==> src/hdl/rtc_pkg.sv <==
/*
 * Shared types and constants of the real-time clock. Every RTL block pulls
 * what it needs from here, so register indexes and field layouts agree.
 */
package rtc_pkg;

    localparam int tick_hz          = 800;  // Base tick rate
    localparam int ticks_per_second = 800;
    localparam int start_ticks      = 4;    // Ticks to the first second after start

    // Highest value of each field before it wraps
    localparam logic [7:0] max_second      = 8'd59;
    localparam logic [7:0] max_minute      = 8'd59;
    localparam logic [7:0] max_hour        = 8'd23;
    localparam logic [7:0] max_day_of_week = 8'd7;
    localparam logic [7:0] max_month       = 8'd12;
    localparam logic [7:0] max_year        = 8'd99;

    // Days per month, December down to January
    localparam logic [12:1][7:0] month_days = {
        8'd31, 8'd30, 8'd31, 8'd30, 8'd31, 8'd31,
        8'd30, 8'd31, 8'd30, 8'd31, 8'd28, 8'd31
    };

    typedef enum logic [6:0] {
        REG_SECOND       = 7'h00,
        REG_ALARM_SECOND = 7'h01,
        REG_MINUTE       = 7'h02,
        REG_ALARM_MINUTE = 7'h03,
        REG_HOUR         = 7'h04,
        REG_ALARM_HOUR   = 7'h05,
        REG_DAY_OF_WEEK  = 7'h06,
        REG_DAY_OF_MONTH = 7'h07,
        REG_MONTH        = 7'h08,
        REG_YEAR         = 7'h09,
        REG_STATUS_A     = 7'h0A,
        REG_STATUS_B     = 7'h0B,
        REG_STATUS_C     = 7'h0C,
        REG_STATUS_D     = 7'h0D
    } rtc_reg_e;

    typedef enum logic [2:0] {
        SEC_UPDATE_START,
        SEC_UPDATE_IN_PROGRESS,
        SEC_SECOND_START,
        SEC_SECOND_IN_PROGRESS,
        SEC_STOPPED
    } sec_state_e;

    typedef enum logic [2:0] {
        FIELD_SECOND,
        FIELD_MINUTE,
        FIELD_HOUR,
        FIELD_DAY_OF_WEEK,
        FIELD_DAY_OF_MONTH,
        FIELD_MONTH,
        FIELD_YEAR
    } rtc_field_e;

    typedef struct packed {
        logic [7:0] second;
        logic [7:0] minute;
        logic [7:0] hour;
        logic [7:0] day_of_week;
        logic [7:0] day_of_month;
        logic [7:0] month;
        logic [7:0] year;
    } rtc_time_t;

    typedef struct packed {
        logic       read;   // Single-cycle strobe
        logic       write;  // Single-cycle strobe
        logic       addr;   // 0 index port, 1 data port
        logic [7:0] wdata;
    } rtc_bus_req_t;

    typedef struct packed {
        logic       valid;
        rtc_field_e field;
        logic [7:0] data;
    } rtc_time_wr_t;

    typedef struct packed {
        logic freeze;
        logic alarm_ena;
        logic update_ena;
    } rtc_ctrl_t;

endpackage

==> src/hdl/rtc_tick_gen.sv <==
/*
 * Fractional rate divider. Turns the system clock into an 800 Hz strobe
 * whose spacing varies by one cycle when clock_hz is not a multiple of it.
 */
module rtc_tick_gen #(
    parameter int unsigned clock_hz = 50_000_000
) (
    input  logic clk,
    input  logic rst_n,
    output logic tick
);
    import rtc_pkg::*;

    localparam int acc_w = $clog2(clock_hz + tick_hz) + 1;

    logic [acc_w-1:0] acc;
    logic [acc_w-1:0] sum;

    assign sum = acc + acc_w'(tick_hz);

    always_ff @(posedge clk or negedge rst_n) begin
        if (!rst_n) begin
            acc  <= '0;
            tick <= 1'b0;
        end else if (sum >= acc_w'(clock_hz)) begin
            acc  <= sum - acc_w'(clock_hz);  // Keep the remainder
            tick <= 1'b1;
        end else begin
            acc  <= sum;
            tick <= 1'b0;
        end
    end

endmodule

==> src/hdl/rtc_second_seq.sv <==
/*
 * Once-per-second sequencer. Counts 800 Hz ticks, raises update-in-progress
 * ahead of each second and strobes second_start. Freeze holds it stopped.
 */
module rtc_second_seq (
    input  logic clk,
    input  logic rst_n,
    input  logic tick,
    input  logic freeze,
    output logic second_start,
    output logic uip
);
    import rtc_pkg::*;

    sec_state_e  state;
    logic [10:0] countdown;

    // Zero lasts until the next tick, which reloads a full second
    always_ff @(posedge clk or negedge rst_n) begin
        if (!rst_n) begin
            countdown <= 11'(start_ticks);
        end else if (freeze) begin
            countdown <= 11'(start_ticks);
        end else if (tick) begin
            countdown <= (countdown == '0) ? 11'(ticks_per_second - 1) : countdown - 11'd1;
        end
    end

    always_ff @(posedge clk or negedge rst_n) begin
        if (!rst_n) begin
            state <= SEC_UPDATE_START;
        end else if (freeze) begin
            state <= SEC_STOPPED;
        end else begin
            case (state)
                SEC_STOPPED:            state <= SEC_UPDATE_START;
                SEC_UPDATE_START:
                    state <= (countdown == '0) ? SEC_SECOND_START : SEC_UPDATE_IN_PROGRESS;
                SEC_UPDATE_IN_PROGRESS: if (countdown == '0) state <= SEC_SECOND_START;
                SEC_SECOND_START:       state <= SEC_SECOND_IN_PROGRESS;
                SEC_SECOND_IN_PROGRESS: if (countdown == 11'd1) state <= SEC_UPDATE_START;
                default:                state <= SEC_UPDATE_START;
            endcase
        end
    end

    assign second_start = (state == SEC_SECOND_START);
    assign uip          = (state == SEC_UPDATE_IN_PROGRESS) || (state == SEC_SECOND_START);

endmodule

==> src/hdl/rtc_calendar.sv <==
/*
 * Binary 24-hour time and date counters. Each second_start advances the
 * seconds and ripples carries up to the year; host field writes take priority.
 */
module rtc_calendar (
    input  logic                 clk,
    input  logic                 rst_n,
    input  logic                 second_start,
    input  rtc_pkg::rtc_time_wr_t time_wr,
    output rtc_pkg::rtc_time_t   cur_time,
    output logic                 second_done
);
    import rtc_pkg::*;

    rtc_time_t  nxt;
    logic [7:0] days_in_month;
    logic       leap_year;
    logic       sec_wrap;
    logic       min_wrap;
    logic       hour_wrap;
    logic       dom_wrap;
    logic       month_wrap;

    assign leap_year = (cur_time.year[1:0] == 2'b00);  // Good for years 00 to 99

    always_comb begin
        if (cur_time.month == 8'd2 && leap_year) begin
            days_in_month = 8'd29;
        end else if (cur_time.month >= 8'd1 && cur_time.month <= max_month) begin
            days_in_month = month_days[cur_time.month[3:0]];
        end else begin
            days_in_month = 8'd31;  // Out-of-range month
        end
    end

    assign sec_wrap   = (cur_time.second >= max_second);
    assign min_wrap   = (cur_time.minute >= max_minute);
    assign hour_wrap  = (cur_time.hour >= max_hour);
    assign dom_wrap   = (cur_time.day_of_month >= days_in_month);
    assign month_wrap = (cur_time.month >= max_month);

    always_comb begin
        nxt = cur_time;
        if (second_start) begin
            nxt.second = sec_wrap ? 8'd0 : cur_time.second + 8'd1;
            if (sec_wrap) begin
                nxt.minute = min_wrap ? 8'd0 : cur_time.minute + 8'd1;
                if (min_wrap) begin
                    nxt.hour = hour_wrap ? 8'd0 : cur_time.hour + 8'd1;
                    if (hour_wrap) begin
                        // Day carry
                        nxt.day_of_week = (cur_time.day_of_week >= max_day_of_week) ?
                                          8'd1 : cur_time.day_of_week + 8'd1;
                        nxt.day_of_month = dom_wrap ? 8'd1 : cur_time.day_of_month + 8'd1;
                        if (dom_wrap) begin
                            nxt.month = month_wrap ? 8'd1 : cur_time.month + 8'd1;
                            if (month_wrap) begin
                                nxt.year = (cur_time.year >= max_year) ?
                                           8'd0 : cur_time.year + 8'd1;
                            end
                        end
                    end
                end
            end
        end

        // Host write replaces one field only
        if (time_wr.valid) begin
            case (time_wr.field)
                FIELD_SECOND:       nxt.second       = time_wr.data;
                FIELD_MINUTE:       nxt.minute       = time_wr.data;
                FIELD_HOUR:         nxt.hour         = time_wr.data;
                FIELD_DAY_OF_WEEK:  nxt.day_of_week  = time_wr.data;
                FIELD_DAY_OF_MONTH: nxt.day_of_month = time_wr.data;
                FIELD_MONTH:        nxt.month        = time_wr.data;
                FIELD_YEAR:         nxt.year         = time_wr.data;
                default:            ;
            endcase
        end
    end

    always_ff @(posedge clk or negedge rst_n) begin
        if (!rst_n) begin
            cur_time    <= '0;
            second_done <= 1'b0;
        end else begin
            cur_time    <= nxt;
            second_done <= second_start;  // Same cycle as the new time
        end
    end

endmodule

==> src/hdl/rtc_regs.sv <==
/*
 * Host register file behind the index/data port pair. Holds the index,
 * alarm and control bytes and the interrupt flags, and drives irq.
 */
module rtc_regs (
    input  logic                  clk,
    input  logic                  rst_n,
    input  rtc_pkg::rtc_bus_req_t bus,
    input  logic                  uip,
    input  rtc_pkg::rtc_time_t    cur_time,
    input  logic                  second_done,
    output rtc_pkg::rtc_time_wr_t time_wr,
    output rtc_pkg::rtc_ctrl_t    ctrl,
    output logic [7:0]            io_readdata,
    output logic                  irq
);
    import rtc_pkg::*;

    logic [6:0] index;
    logic [7:0] alarm_second;
    logic [7:0] alarm_minute;
    logic [7:0] alarm_hour;
    logic       update_flag;
    logic       alarm_flag;
    logic       data_wr;
    logic       status_c_rd;
    logic       alarm_match;
    logic       wr_is_time;
    rtc_field_e wr_field;
    logic [7:0] read_mux;

    assign data_wr     = bus.write && bus.addr;
    assign status_c_rd = bus.read && bus.addr && (index == REG_STATUS_C);

    // Alarm bytes of 0xC0 and up match anything
    assign alarm_match = (alarm_second[7:6] == 2'b11 || alarm_second == cur_time.second) &&
                         (alarm_minute[7:6] == 2'b11 || alarm_minute == cur_time.minute) &&
                         (alarm_hour[7:6] == 2'b11 || alarm_hour == cur_time.hour);

    always_comb begin
        wr_is_time = 1'b1;
        wr_field   = FIELD_SECOND;
        case (index)
            REG_SECOND:       wr_field = FIELD_SECOND;
            REG_MINUTE:       wr_field = FIELD_MINUTE;
            REG_HOUR:         wr_field = FIELD_HOUR;
            REG_DAY_OF_WEEK:  wr_field = FIELD_DAY_OF_WEEK;
            REG_DAY_OF_MONTH: wr_field = FIELD_DAY_OF_MONTH;
            REG_MONTH:        wr_field = FIELD_MONTH;
            REG_YEAR:         wr_field = FIELD_YEAR;
            default:          wr_is_time = 1'b0;
        endcase
    end

    always_ff @(posedge clk or negedge rst_n) begin
        if (!rst_n) begin
            index        <= '0;
            time_wr      <= '0;
            ctrl         <= '0;
            alarm_second <= '0;
            alarm_minute <= '0;
            alarm_hour   <= '0;
        end else begin
            if (bus.write && !bus.addr) index <= bus.wdata[6:0];
            time_wr.valid <= data_wr && wr_is_time;  // Calendar applies it next edge
            time_wr.field <= wr_field;
            time_wr.data  <= bus.wdata;
            if (data_wr) begin
                case (index)
                    REG_ALARM_SECOND: alarm_second <= bus.wdata;
                    REG_ALARM_MINUTE: alarm_minute <= bus.wdata;
                    REG_ALARM_HOUR:   alarm_hour   <= bus.wdata;
                    REG_STATUS_B: begin
                        ctrl.freeze     <= bus.wdata[7];
                        ctrl.alarm_ena  <= bus.wdata[5];
                        ctrl.update_ena <= bus.wdata[4] & ~bus.wdata[7];  // No update irq when frozen
                    end
                    default: ;
                endcase
            end
        end
    end

    // A new second outranks a status C read on the same edge
    always_ff @(posedge clk or negedge rst_n) begin
        if (!rst_n) begin
            update_flag <= 1'b0;
            alarm_flag  <= 1'b0;
            irq         <= 1'b0;
        end else begin
            if (second_done) update_flag <= 1'b1;
            else if (status_c_rd) update_flag <= 1'b0;
            if (second_done && alarm_match) alarm_flag <= 1'b1;
            else if (status_c_rd) alarm_flag <= 1'b0;
            if (status_c_rd) begin
                irq <= 1'b0;
            end else if ((alarm_flag && ctrl.alarm_ena) || (update_flag && ctrl.update_ena)) begin
                irq <= 1'b1;
            end
        end
    end

    always_comb begin
        if (!bus.addr) begin
            read_mux = 8'hFF;  // Index port is write-only
        end else begin
            case (index)
                REG_SECOND:       read_mux = cur_time.second;
                REG_ALARM_SECOND: read_mux = alarm_second;
                REG_MINUTE:       read_mux = cur_time.minute;
                REG_ALARM_MINUTE: read_mux = alarm_minute;
                REG_HOUR:         read_mux = cur_time.hour;
                REG_ALARM_HOUR:   read_mux = alarm_hour;
                REG_DAY_OF_WEEK:  read_mux = cur_time.day_of_week;
                REG_DAY_OF_MONTH: read_mux = cur_time.day_of_month;
                REG_MONTH:        read_mux = cur_time.month;
                REG_YEAR:         read_mux = cur_time.year;
                REG_STATUS_A:     read_mux = {uip, 3'b010, 4'b0000};
                REG_STATUS_B:     read_mux = {ctrl.freeze, 1'b0, ctrl.alarm_ena,
                                              ctrl.update_ena, 4'b0110};  // Binary, 24 hour
                REG_STATUS_C:     read_mux = {irq, 1'b0, alarm_flag, update_flag, 4'b0000};
                REG_STATUS_D:     read_mux = 8'h80;  // Battery good
                default:          read_mux = 8'h00;
            endcase
        end
    end

    always_ff @(posedge clk) begin
        if (bus.read) io_readdata <= read_mux;  // Held until the next read
    end

endmodule

==> src/hdl/rtc_top.sv <==
/*
 * Real-time clock top level. Connects the tick generator, the second
 * sequencer, the calendar and the host registers; clock_hz sets the input rate.
 */
module rtc_top #(
    parameter int unsigned clock_hz = 50_000_000
) (
    input  logic                  clk,
    input  logic                  rst_n,
    input  rtc_pkg::rtc_bus_req_t bus,
    output logic [7:0]            io_readdata,
    output logic                  irq
);
    import rtc_pkg::*;

    logic          tick;
    logic          second_start;
    logic          uip;
    logic          second_done;
    rtc_ctrl_t     ctrl;
    rtc_time_wr_t  time_wr;
    rtc_time_t     cur_time;

    rtc_tick_gen #(
        .clock_hz (clock_hz)
    ) u_tick_gen (
        .clk   (clk),
        .rst_n (rst_n),
        .tick  (tick)
    );

    rtc_second_seq u_second_seq (
        .clk          (clk),
        .rst_n        (rst_n),
        .tick         (tick),
        .freeze       (ctrl.freeze),
        .second_start (second_start),
        .uip          (uip)
    );

    rtc_calendar u_calendar (
        .clk          (clk),
        .rst_n        (rst_n),
        .second_start (second_start),
        .time_wr      (time_wr),
        .cur_time     (cur_time),
        .second_done  (second_done)
    );

    rtc_regs u_regs (
        .clk         (clk),
        .rst_n       (rst_n),
        .bus         (bus),
        .uip         (uip),
        .cur_time    (cur_time),
        .second_done (second_done),
        .time_wr     (time_wr),
        .ctrl        (ctrl),
        .io_readdata (io_readdata),
        .irq         (irq)
    );

endmodule

==> config.mk <==
export PLATFORM = sky130hd
export DESIGN_NAME = rtc_top
export DESIGN_NICKNAME = d
export VERILOG_FILES = /design/src/hdl/rtc_pkg.sv /design/src/hdl/rtc_tick_gen.sv /design/src/hdl/rtc_second_seq.sv /design/src/hdl/rtc_calendar.sv /design/src/hdl/rtc_regs.sv /design/src/hdl/rtc_top.sv
export SDC_FILE = /design/constraint.sdc
export NUM_CORES = 1
export LEC_CHECK = 0
export BUFFER_PORTS_ARGS = -buffer_cell sky130_fd_sc_hd__buf_2
export CAP_MARGIN = 10
export CORE_MARGIN = 3
export CORE_UTILIZATION = 60
export CTS_CLUSTER_SIZE = 25
export DETAILED_ROUTE_END_ITERATION = 8
export GPL_TIMING_DRIVEN = 0
export PLACE_DENSITY = 0.77
export SYNTH_ARGS = -nofsm -noshare
export SYNTH_HDL_FRONTEND = slang
export SYNTH_SLANG_ARGS = --single-unit
==> constraint.sdc <==
create_clock -name clk -period 3.9 [get_ports clk]
set_input_delay 0.195 -clock clk [delete_from_list [all_inputs] [get_ports clk]]
set_output_delay 0.195 -clock clk [all_outputs]
set_load 0.03 [all_outputs]
# Word level (Yosys, flattened, before mapping)

Memory sizes are Yosys's and may differ from the RTL's.
Index checks and enable logic that the tools add are counted.
Widths: inputs -> output; s select.

Add/subtract/negate cells: 10
Order comparisons: 11
Mux-type cells: 42
Reduce and logical (&&, ||, !) cells: 33
Equality and inequality tests: 32
Bitwise gates (word level): 2

Operators with widths:

| cell                   | number |
|---|---|
| $mux 8                 | 18 |
| $mux 56                | 2 |
| $pmux 8 s14            | 1 |
| $add 8x1->8 const B    | 7 |
| $mux 48                | 1 |
| $eq 7x4->1 const B     | 6 |
| $mux 40                | 1 |
| $mux 11                | 3 |
| $mux 32                | 1 |
| $eq 7x3->1 const B     | 4 |
| $add 27x10->27 const B | 1 |
| $ge 27x26->1 const B   | 1 |
| $mux 27                | 1 |
| $sub 27x26->27 const B | 1 |
| $eq 8x8->1             | 3 |
| $pmux 3 s6             | 1 |
| $ge 8x6->1 const B     | 2 |
| $mux 16                | 1 |
| $eq 7x2->1 const B     | 2 |
| $eq 3x2->1 const B     | 4 |
| $logic_and 1x1->1      | 12 |
| $pmux 3 s4             | 1 |
| $eq 11x1->1 const B    | 1 |
| $logic_not 11->1       | 1 |
| other kinds (28)       | 54 |

Bits in read-only memories: 128
Register bits: 156
Output and inout bits: 9
Bits of input ports: 13
Logic and storage cells: 157
Memories: 1

Memory list:

| name             | depth | bits a word | read ports | clocked after Yosys merged registers in | wr ports | line               | RTL |
|---|---|---|---|---|---|---|---|
| (name not given) | 16    | 8           | 1          | 0                                       | 0        | rtc_calendar.sv:30 | `days_in_month = month_days[cur_time.month[3:0]];` |

# Depth between registers and ports, before layout

Gate-level depths: netlist (run 1).

Word-level depth: 12
Mapped depth: 15
Depth with buffers taken out: 15

# Hierarchy

A second synthesis (run 1) with hierarchy kept.

Cell total of the unflattened synthesis: 994
Area, all modules: 9,392.8 µm²

By module, submodules not included:

| module         | times used | cells an instance | seq. area each (µm²) | area each (µm²) |
|---|---|---|---|---|
| rtc_calendar   | 1          | 396               | 1,426.4              | 3,349.5 |
| rtc_regs       | 1          | 302               | 1,466.4              | 3,319.4 |
| rtc_tick_gen   | 1          | 215               | 575.6                | 1,938.1 |
| rtc_second_seq | 1          | 81                | 351.6                | 785.8 |

# Least setup slack after synthesis (run 1)

OpenSTA, ideal clock, no wires.

Kind: reg2reg
Start: register, netlist name u_calendar.cur_time[14]
End: register, netlist name u_calendar.cur_time[5]
Arrival: 3,335 ps
Setup slack: 483 ps
Stages on the path, launching flop included: 13
Clock period less this slack: 3,417 ps
Path buffers: 1
Required time: 3,818 ps
Cell sequence: dfrtp_1 or4_1 nor3_1 nand2_1 a211oi_1 ha_1 a21o_1 a2111oi_1 nand2b_1 buf_2 a21oi_1 nand2b_1 a31oi_1

==> impl_metrics.ini, run 1 <==
[status]
outcome = finished, final reports clean

[synth]
netlist_instances = 930
ys_warn_count = 0
syn_area_per_cell_um2 = 9.44
synth_top_cell_area_share = 0.405
ys.flop_type = dfrtp_1
yosysMostFrequentCell = dfrtp_1
ys_seq_area_frac = 0.435
synthArstFlopShare = 0.947
synth.largest_area_cell = dfrtp_1
syn-cell-area_mm2 = 0.00878
synth_common_cells = dfrtp_1 (142), nand2_1 (117), o21ai_0 (72)
ys_ff_latch = 151
synth_area_leaders = dfrtp_1 (40%), nand2_1 (5.0%), mux2_2 (4.4%)
syn-num-nets = 963
synth-edff-count = 8
synth_cell_type_count = 77

[power_and_ir_drop]
power_frac_comb = 0.120
total_power_w = 0.00409
pwr-share-clk = 0.412
power_switching_w = 0.00114
powerDensity_mw_per_mm2 = 415
swShare = 0.280
p_int_w = 0.00294
peakVddDrop_mv = 0.385
p_leak_nw = 4.02
p_seq_frac = 0.468

[clock_network]
cts_max_level = 4
clk_latency_ns = 0.43
numCtsBuffers = 17
root_buffer = clkbuf_16
clk_pin_slew_ns = 0.07
clockBufferDepth = 2
clkSinkCount = 151
tritoncts = yes
cts_setup_buffers = 0

[worst_setup_path]
startpoint_type = register
required_ns = 4.24
path_max_fanout = 10
worst_r2r_startpoint = u_calendar.cur_time[14]
rr_worst_depth = 12
setup.worst_path.end = u_calendar.cur_time[5]
r2r_end = u_calendar.cur_time[5]
crit_start = u_calendar.cur_time[14]
cp.arrival_ns = 3.89
endpoint_kind = register
crit_type = register to register
r2r_slack_ns = 0.35

[floorplan]
initial_core_util = 0.623
io_pins = 22
fp-row-count = 43
die_area_mm2 = 0.0161
core_mm2 = 0.0141
fp.dieW_um = 127
die_y_um = 127

[cells_and_area]
diodes = 0
syn2layout_area_growth_pct = 12.2
layout-drive-gt1-share = 0.128
multi_input_area_mm2 = 0.00472
nFillCells = 1117
final_nets = 1013
finalNonFillerCells = 1172
ff_latch_area_mm2 = 0.00382

[timing]
tns_ns = 0
rsz0062_at_grt = no
skew_ns = 0.0112
finalCritPeriodShare = 0.910
clock.fmax_mhz = 282
finalHoldViolCount = 0
setup_violations = 0
min_period_ns = 3.55
tightest_slew_ns = 1.16
slew_viol_final = 0
slew_headroom = 0.222

[drt]
detail-route-antenna-nets = 0
wl_per_cell_um = 19.9
drt_iter0_drc = 890
dr.pass1.iters = 7
vias = 7541
drc_errors = 0
drt_wl_total_um = 23300
via_per_inst = 6.43

[place]
dp_hpwl_um = 16300
dpl.cell_count = 1132
gp_congestion = 0.974
io_buffers = 21

[global_route]
grt_util_all_layers = 0.296
grt_max_degree = 74
grt_pass1_wl_um = 37500
gr-total-overflow = 0
grt_pass1_vias = 7069
antenna_found_initial = 0

[flow_run]
max_cap_violations = 0

[worst_hold_path]
min_path_type = input port to register
[metal layers]
metal | routed length, µm | GRT usage | part of all wire | vias to the layer above
li1 | - | - | - | 3500
met1 | 10300 | 0.433 | 0.44 | 3654
met2 | 10500 | 0.441 | 0.45 | 338
met3 | 2080 | 0.0741 | 0.089 | 49
met4 | 388 | 0.0833 | 0.017 | 0
met5 | 0 | 0 | 0 | -
[layout make-up]
cell class              count  share of cell area
well taps                 180              0.0229
repair buffers             31              0.0233
inverters                  18             0.00686
clock buffers              19              0.0450
clock inverters            12              0.0155
flip-flops and latches    151               0.388
multi-input cells         720               0.480
plain buffers              41              0.0188
[worst max-delay path: stages (launching register included)]
cell	delay (ns)
dfrtp_1	0.42
or4_1	0.58
nor3_1	0.25
nand2_1	0.08
a211oi_1	0.29
ha_1	0.28
a21o_1	0.19
a2111oi_4	0.48
nand2b_1	0.23
buf_2	0.27
a21oi_1	0.06
nand2b_1	0.16
a31oi_1	0.17
[power by group through the flow]
stage | clock network, W | logic, W | registers [W]
floorplan | 0 | 0.000332 | 0.00186
global placement | 0 | 0.000456 | 0.00192
detailed placement | 0 | 0.000471 | 0.00193
CTS | 0.00170 | 0.000486 | 0.00190
global route | 0.00177 | 0.000546 | 0.00193
finish | 0.00168 | 0.000491 | 0.00191
[flip-flops by register name (all words and copies together) (netlist names)]
name	count
u_tick_gen.acc	22
u_regs.index	7
u_regs.ctrl	3
u_tick_gen.tick	1
u_regs.io_readdata	8
u_regs.irq	1
u_regs.alarm_minute	8
u_regs.time_wr	12
u_calendar.second_done	1
u_second_seq.state	3
u_second_seq.countdown	11
u_regs.alarm_flag	1
u_regs.alarm_hour	8
u_regs.alarm_second	8
u_regs.update_flag	1
u_calendar.cur_time	56
[cell families after synthesis]
logic type / after synthesis / share of synthesized area
compound gates: 234 / 0.178
xor+xnor: 71 / 0.0717
fa+ha+maj: 20 / 0.0285
buf+inv: 59 / 0.0288
flops: 151 / 0.435
mux: 47 / 0.0584
simple gates: 348 / 0.200
[cells in the final DEF (no fill, tap or decap), types with 5 or more instances in the layout]
master           n
xnor2_1         37
inv_1           16
ha_1            20
buf_2           32
clkbuf_16       17
nor3b_1          9
edfxtp_1         8
a31oi_1         12
a21oi_1         49
nand2b_1        14
mux2i_1         13
dlygate4sd3_1    9
dfrtp_1        142
nand3_1         41
a22o_1          10
nor4_1          13
mux2_2          34
a22oi_1         13
a41oi_1          5
nand2_1        117
o21ai_0         72
a21o_1           9
clkbuf_1        25
o31ai_1          5
and3_1          10
nand4_1         15
nor2b_1          7
nor2_1          61
xor2_1          33
nor3_1          29
a211oi_1         6
a221oi_1        17
or4_1            5
[repair_timing]
| action | 4_1_cts | 5_1_grt |
|---|---|---|
| hold endpoints to repair | 78 | 0 |
| pin swaps | 0 | 1 |
| hold buffers | 9 | 0 |
| resized for setup | 1 | 1 |
| endpoints found under the setup margin | 13 | 11 |
[how the worst min path moves through the flow]
stage	start	to	slack [ns]	depth (start not counted)
global route	bus[10]	u_regs.io_readdata[5]	0.15	1
floorplan	rst_n	u_calendar.cur_time[0]	-0.10	0
detailed placement	rst_n	u_second_seq.countdown[5]	0.25	1
CTS	bus[8]	u_regs.time_wr[11]	0.12	3
finish	bus[8]	u_regs.time_wr[11]	0.15	3
global placement	bus[7]	u_regs.time_wr[7]	0.37	1
[stage by stage]
| stage | hold slack, ns | worst slack, ns | cell area, µm² | util |
|---|---|---|---|---|
| 6_report | 0.153 | 0.350 | 9840 | 0.698 |
| 5_1_grt | 0.150 | 0.0334 | 9840 | 0.698 |
| 4_1_cts | 0.118 | 0.132 | 9830 | 0.697 |
| 3_5_place_dp | 0.252 | -0.199 | 9140 | 0.649 |
| 3_3_place_gp | 0.370 | -0.103 | 9110 | 0.646 |
| 2_1_floorplan | -0.101 | 0.483 | 8780 | - |
Note: power is estimated with default switching activity, not from simulation.
==> inputs of run 2 (changes only) <==
--- a/config.mk
+++ b/config.mk
@@ -5,6 +5,7 @@
 export SDC_FILE = /design/constraint.sdc
 export NUM_CORES = 1
 export LEC_CHECK = 0
+export ABC_AREA = 1
 export BUFFER_PORTS_ARGS = -buffer_cell sky130_fd_sc_hd__buf_2
 export CAP_MARGIN = 10
 export CORE_MARGIN = 3
==> impl_metrics.ini, run 2 <==
[status]
outcome = finished, final reports clean

[timing]
setup_violations = 0
rsz0062_at_grt = no
finalHoldViolCount = 0
slew_viol_final = 0
min_period_ns = 3.28
finalCritPeriodShare = 0.840
tightest_slew_ns = 0.985
clock.fmax_mhz = 305
tns_ns = 0
skew_ns = 0.0145
slew_headroom = 0.327

[synth]
syn_area_per_cell_um2 = 7.43
synthArstFlopShare = 0.947
ys_ff_latch = 151
syn-num-nets = 1294
ys.flop_type = dfrtp_1
synth_area_leaders = dfrtp_1 (38%), nand2_1 (12%), inv_1 (7.7%)
yosysMostFrequentCell = nand2_1
synth-edff-count = 8
ys_seq_area_frac = 0.408
synth_common_cells = nand2_1 (302), inv_1 (192), dfrtp_1 (142)
synth.largest_area_cell = dfrtp_1
synth_top_cell_area_share = 0.379
ys_warn_count = 0
syn-cell-area_mm2 = 0.00937
netlist_instances = 1261
synth_cell_type_count = 54

[place]
dpl.cell_count = 1494
dp_hpwl_um = 19500
io_buffers = 21
gp_congestion = 1.02

[floorplan]
fp.dieW_um = 131
core_mm2 = 0.0153
die_y_um = 131
fp-row-count = 45
initial_core_util = 0.614
die_area_mm2 = 0.0171
io_pins = 22

[clock_network]
root_buffer = clkbuf_16
cts_setup_buffers = 0
clk_latency_ns = 0.44
numCtsBuffers = 17
clk_pin_slew_ns = 0.06
tritoncts = yes
clockBufferDepth = 2
cts_max_level = 4
clkSinkCount = 151

[power_and_ir_drop]
powerDensity_mw_per_mm2 = 446
power_frac_comb = 0.199
swShare = 0.324
p_int_w = 0.00316
power_switching_w = 0.00151
p_leak_nw = 5.00
pwr-share-clk = 0.370
p_seq_frac = 0.431
peakVddDrop_mv = 0.375

[cells_and_area]
largest_register_ffs = 56
top_register = u_calendar.cur_time
finalNonFillerCells = 1535
layout_commonest_cell = nand2_1
layout-drive-gt1-share = 0.0816
reg_top3 = u_calendar.cur_time: 56 flops, u_tick_gen.acc: 22 flops, u_regs.time_wr: 12 flops
utilization = 0.687
mostFrequentLayoutCells = nand2_1 (302), inv_1 (192), dfrtp_1 (142)
diodes = 0
final_nets = 1344
syn2layout_area_growth_pct = 11.9

[worst_setup_path]
startpoint_type = register
cp.arrival_ns = 3.61
cp_cell_sequence = inv_1, ha_1, o21ai_0, a31oi_1, nand3_1, ha_1, o21ai_0, nand2_1, nand2_1, nand3_1, nand2_1, nor2_2, inv_2, nor2_2, nand3b_1, a22oi_1
cpMostUsedCell = nand2_1
cpPeakStageDelay_ns = 0.46
slowest_stage = dfrtp_1
crit_type = register to register
required_ns = 4.23
endpoint_kind = register
path_max_fanout = 8

[drt]
vias = 9003
dr_wl_met3_um = 2280
detail-route-antenna-nets = 0
drc_errors = 0
wl_per_cell_um = 17.0
drt_wl_total_um = 26000
drt_iter0_drc = 827
dr.pass1.iters = 7
via_per_inst = 5.87
route.top_layer_used = met4
routed-wl-met2_um = 11600
wl_met1_um = 11000

[global_route]
antenna_found_initial = 0
grt_max_degree = 83
grt_pass1_wl_um = 41500
grt_util_all_layers = 0.313
grt_pass1_vias = 8161
gr-total-overflow = 0

[worst_hold_path]
min_path_type = input port to register

[flow_run]
max_cap_violations = 0
==> run 2: cell count changes after synthesis, moves of 12 or more <==
| cell | previous run | this run |
|---|---|---|
| clkbuf_1 | 24 | 12 |
| inv_1 | 16 | 192 |
| mux2_2 | 34 | 0 |
| mux2i_1 | 13 | 1 |
| nand2_1 | 117 | 302 |
| nand2b_1 | 14 | 0 |
| nand3_1 | 41 | 70 |
| nand4_1 | 15 | 45 |
| nor2_1 | 61 | 100 |
| o21ai_0 | 72 | 92 |
| o22ai_1 | 3 | 21 |
| xnor2_1 | 37 | 14 |
| xor2_1 | 33 | 19 |
==> run 2: cell families after synthesis <==
group | after synthesis | synth area share
and+or+nand+nor | 584 | 0.275
AOI/OAI and AO/OA | 242 | 0.157
buffers and inverters | 228 | 0.0963
DFF | 151 | 0.408
xor gates and xnor gates | 35 | 0.0355
adders and majority gates | 20 | 0.0267
muxes | 1 | 0.00107
==> run 2: power by group through the flow <==
stage          combinational (W)  clock [W]  sequential, W
4_1_cts                 0.000908    0.00175        0.00200
3_5_place_dp            0.000889          0        0.00203
5_1_grt                  0.00103    0.00181        0.00203
2_1_floorplan           0.000649          0        0.00197
3_3_place_gp            0.000865          0        0.00203
6_report                0.000927    0.00173        0.00201
==> run 2: what timing repair did <==
action	4_1_cts	5_1_grt
hold buffers	9	0
endpoints found under the hold margin	89	0
resized for setup	0	0
==> run 2: final timing paths <==
| check | from | endpoint | slack [ns] | cells after the start |
|---|---|---|---|---|
| setup reg to reg | u_calendar.cur_time[8] | u_calendar.cur_time[3] | 0.62 | 16 |
| setup / recovery | u_calendar.cur_time[8] | u_calendar.cur_time[3] | 0.62 | 16 |
| hold / removal | bus[8] | u_regs.time_wr[11] | 0.11 | 3 |
| max in group asynchronous | rst_n | u_second_seq.countdown[2] | 2.74 | 3 |
| hold reg to reg | u_tick_gen.acc[5] | u_tick_gen.acc[5] | 0.48 | 1 |
| min in group asynchronous | rst_n | u_regs.index[6] | 0.36 | 2 |
==> run 2: final cells by class <==
class                   count  area [µm²]
fillers                  1287        4780
multi-input cells         882        4640
flip-flops and latches    151        3820
inverters                 204         766
clock buffers              18         450
well taps                 211         264
repair buffers             31         229
clock inverters            14         171
plain buffers              24         136
==> run 2: metal layers <==
layer	up-vias	GRT usage
met4	0	0.140
met2	414	0.486
li1	4315	-
met3	90	0.0728
met1	4184	0.420
met5	-	0
==> run 2: per-stage QoR <==
stage          hold slack [ns]  setup WS, ns  power, W  area [µm²]
2_1_floorplan           -0.101          1.37   0.00262        9370
3_3_place_gp             0.316         0.554   0.00289        9730
3_5_place_dp             0.303         0.715   0.00292        9770
4_1_cts                 0.0977         0.694   0.00466       10500
5_1_grt                  0.117         0.329   0.00488       10500
6_report                 0.107         0.625   0.00467       10500
==> run 2: critical path: cells and delay by family (launching register included) <==
family / cells / cell delay (ns)
simple gates: 8 / 1.36
compound gates: 4 / 0.54
flops: 1 / 0.46
buf+inv: 2 / 0.34
fa+ha+maj: 2 / 0.48
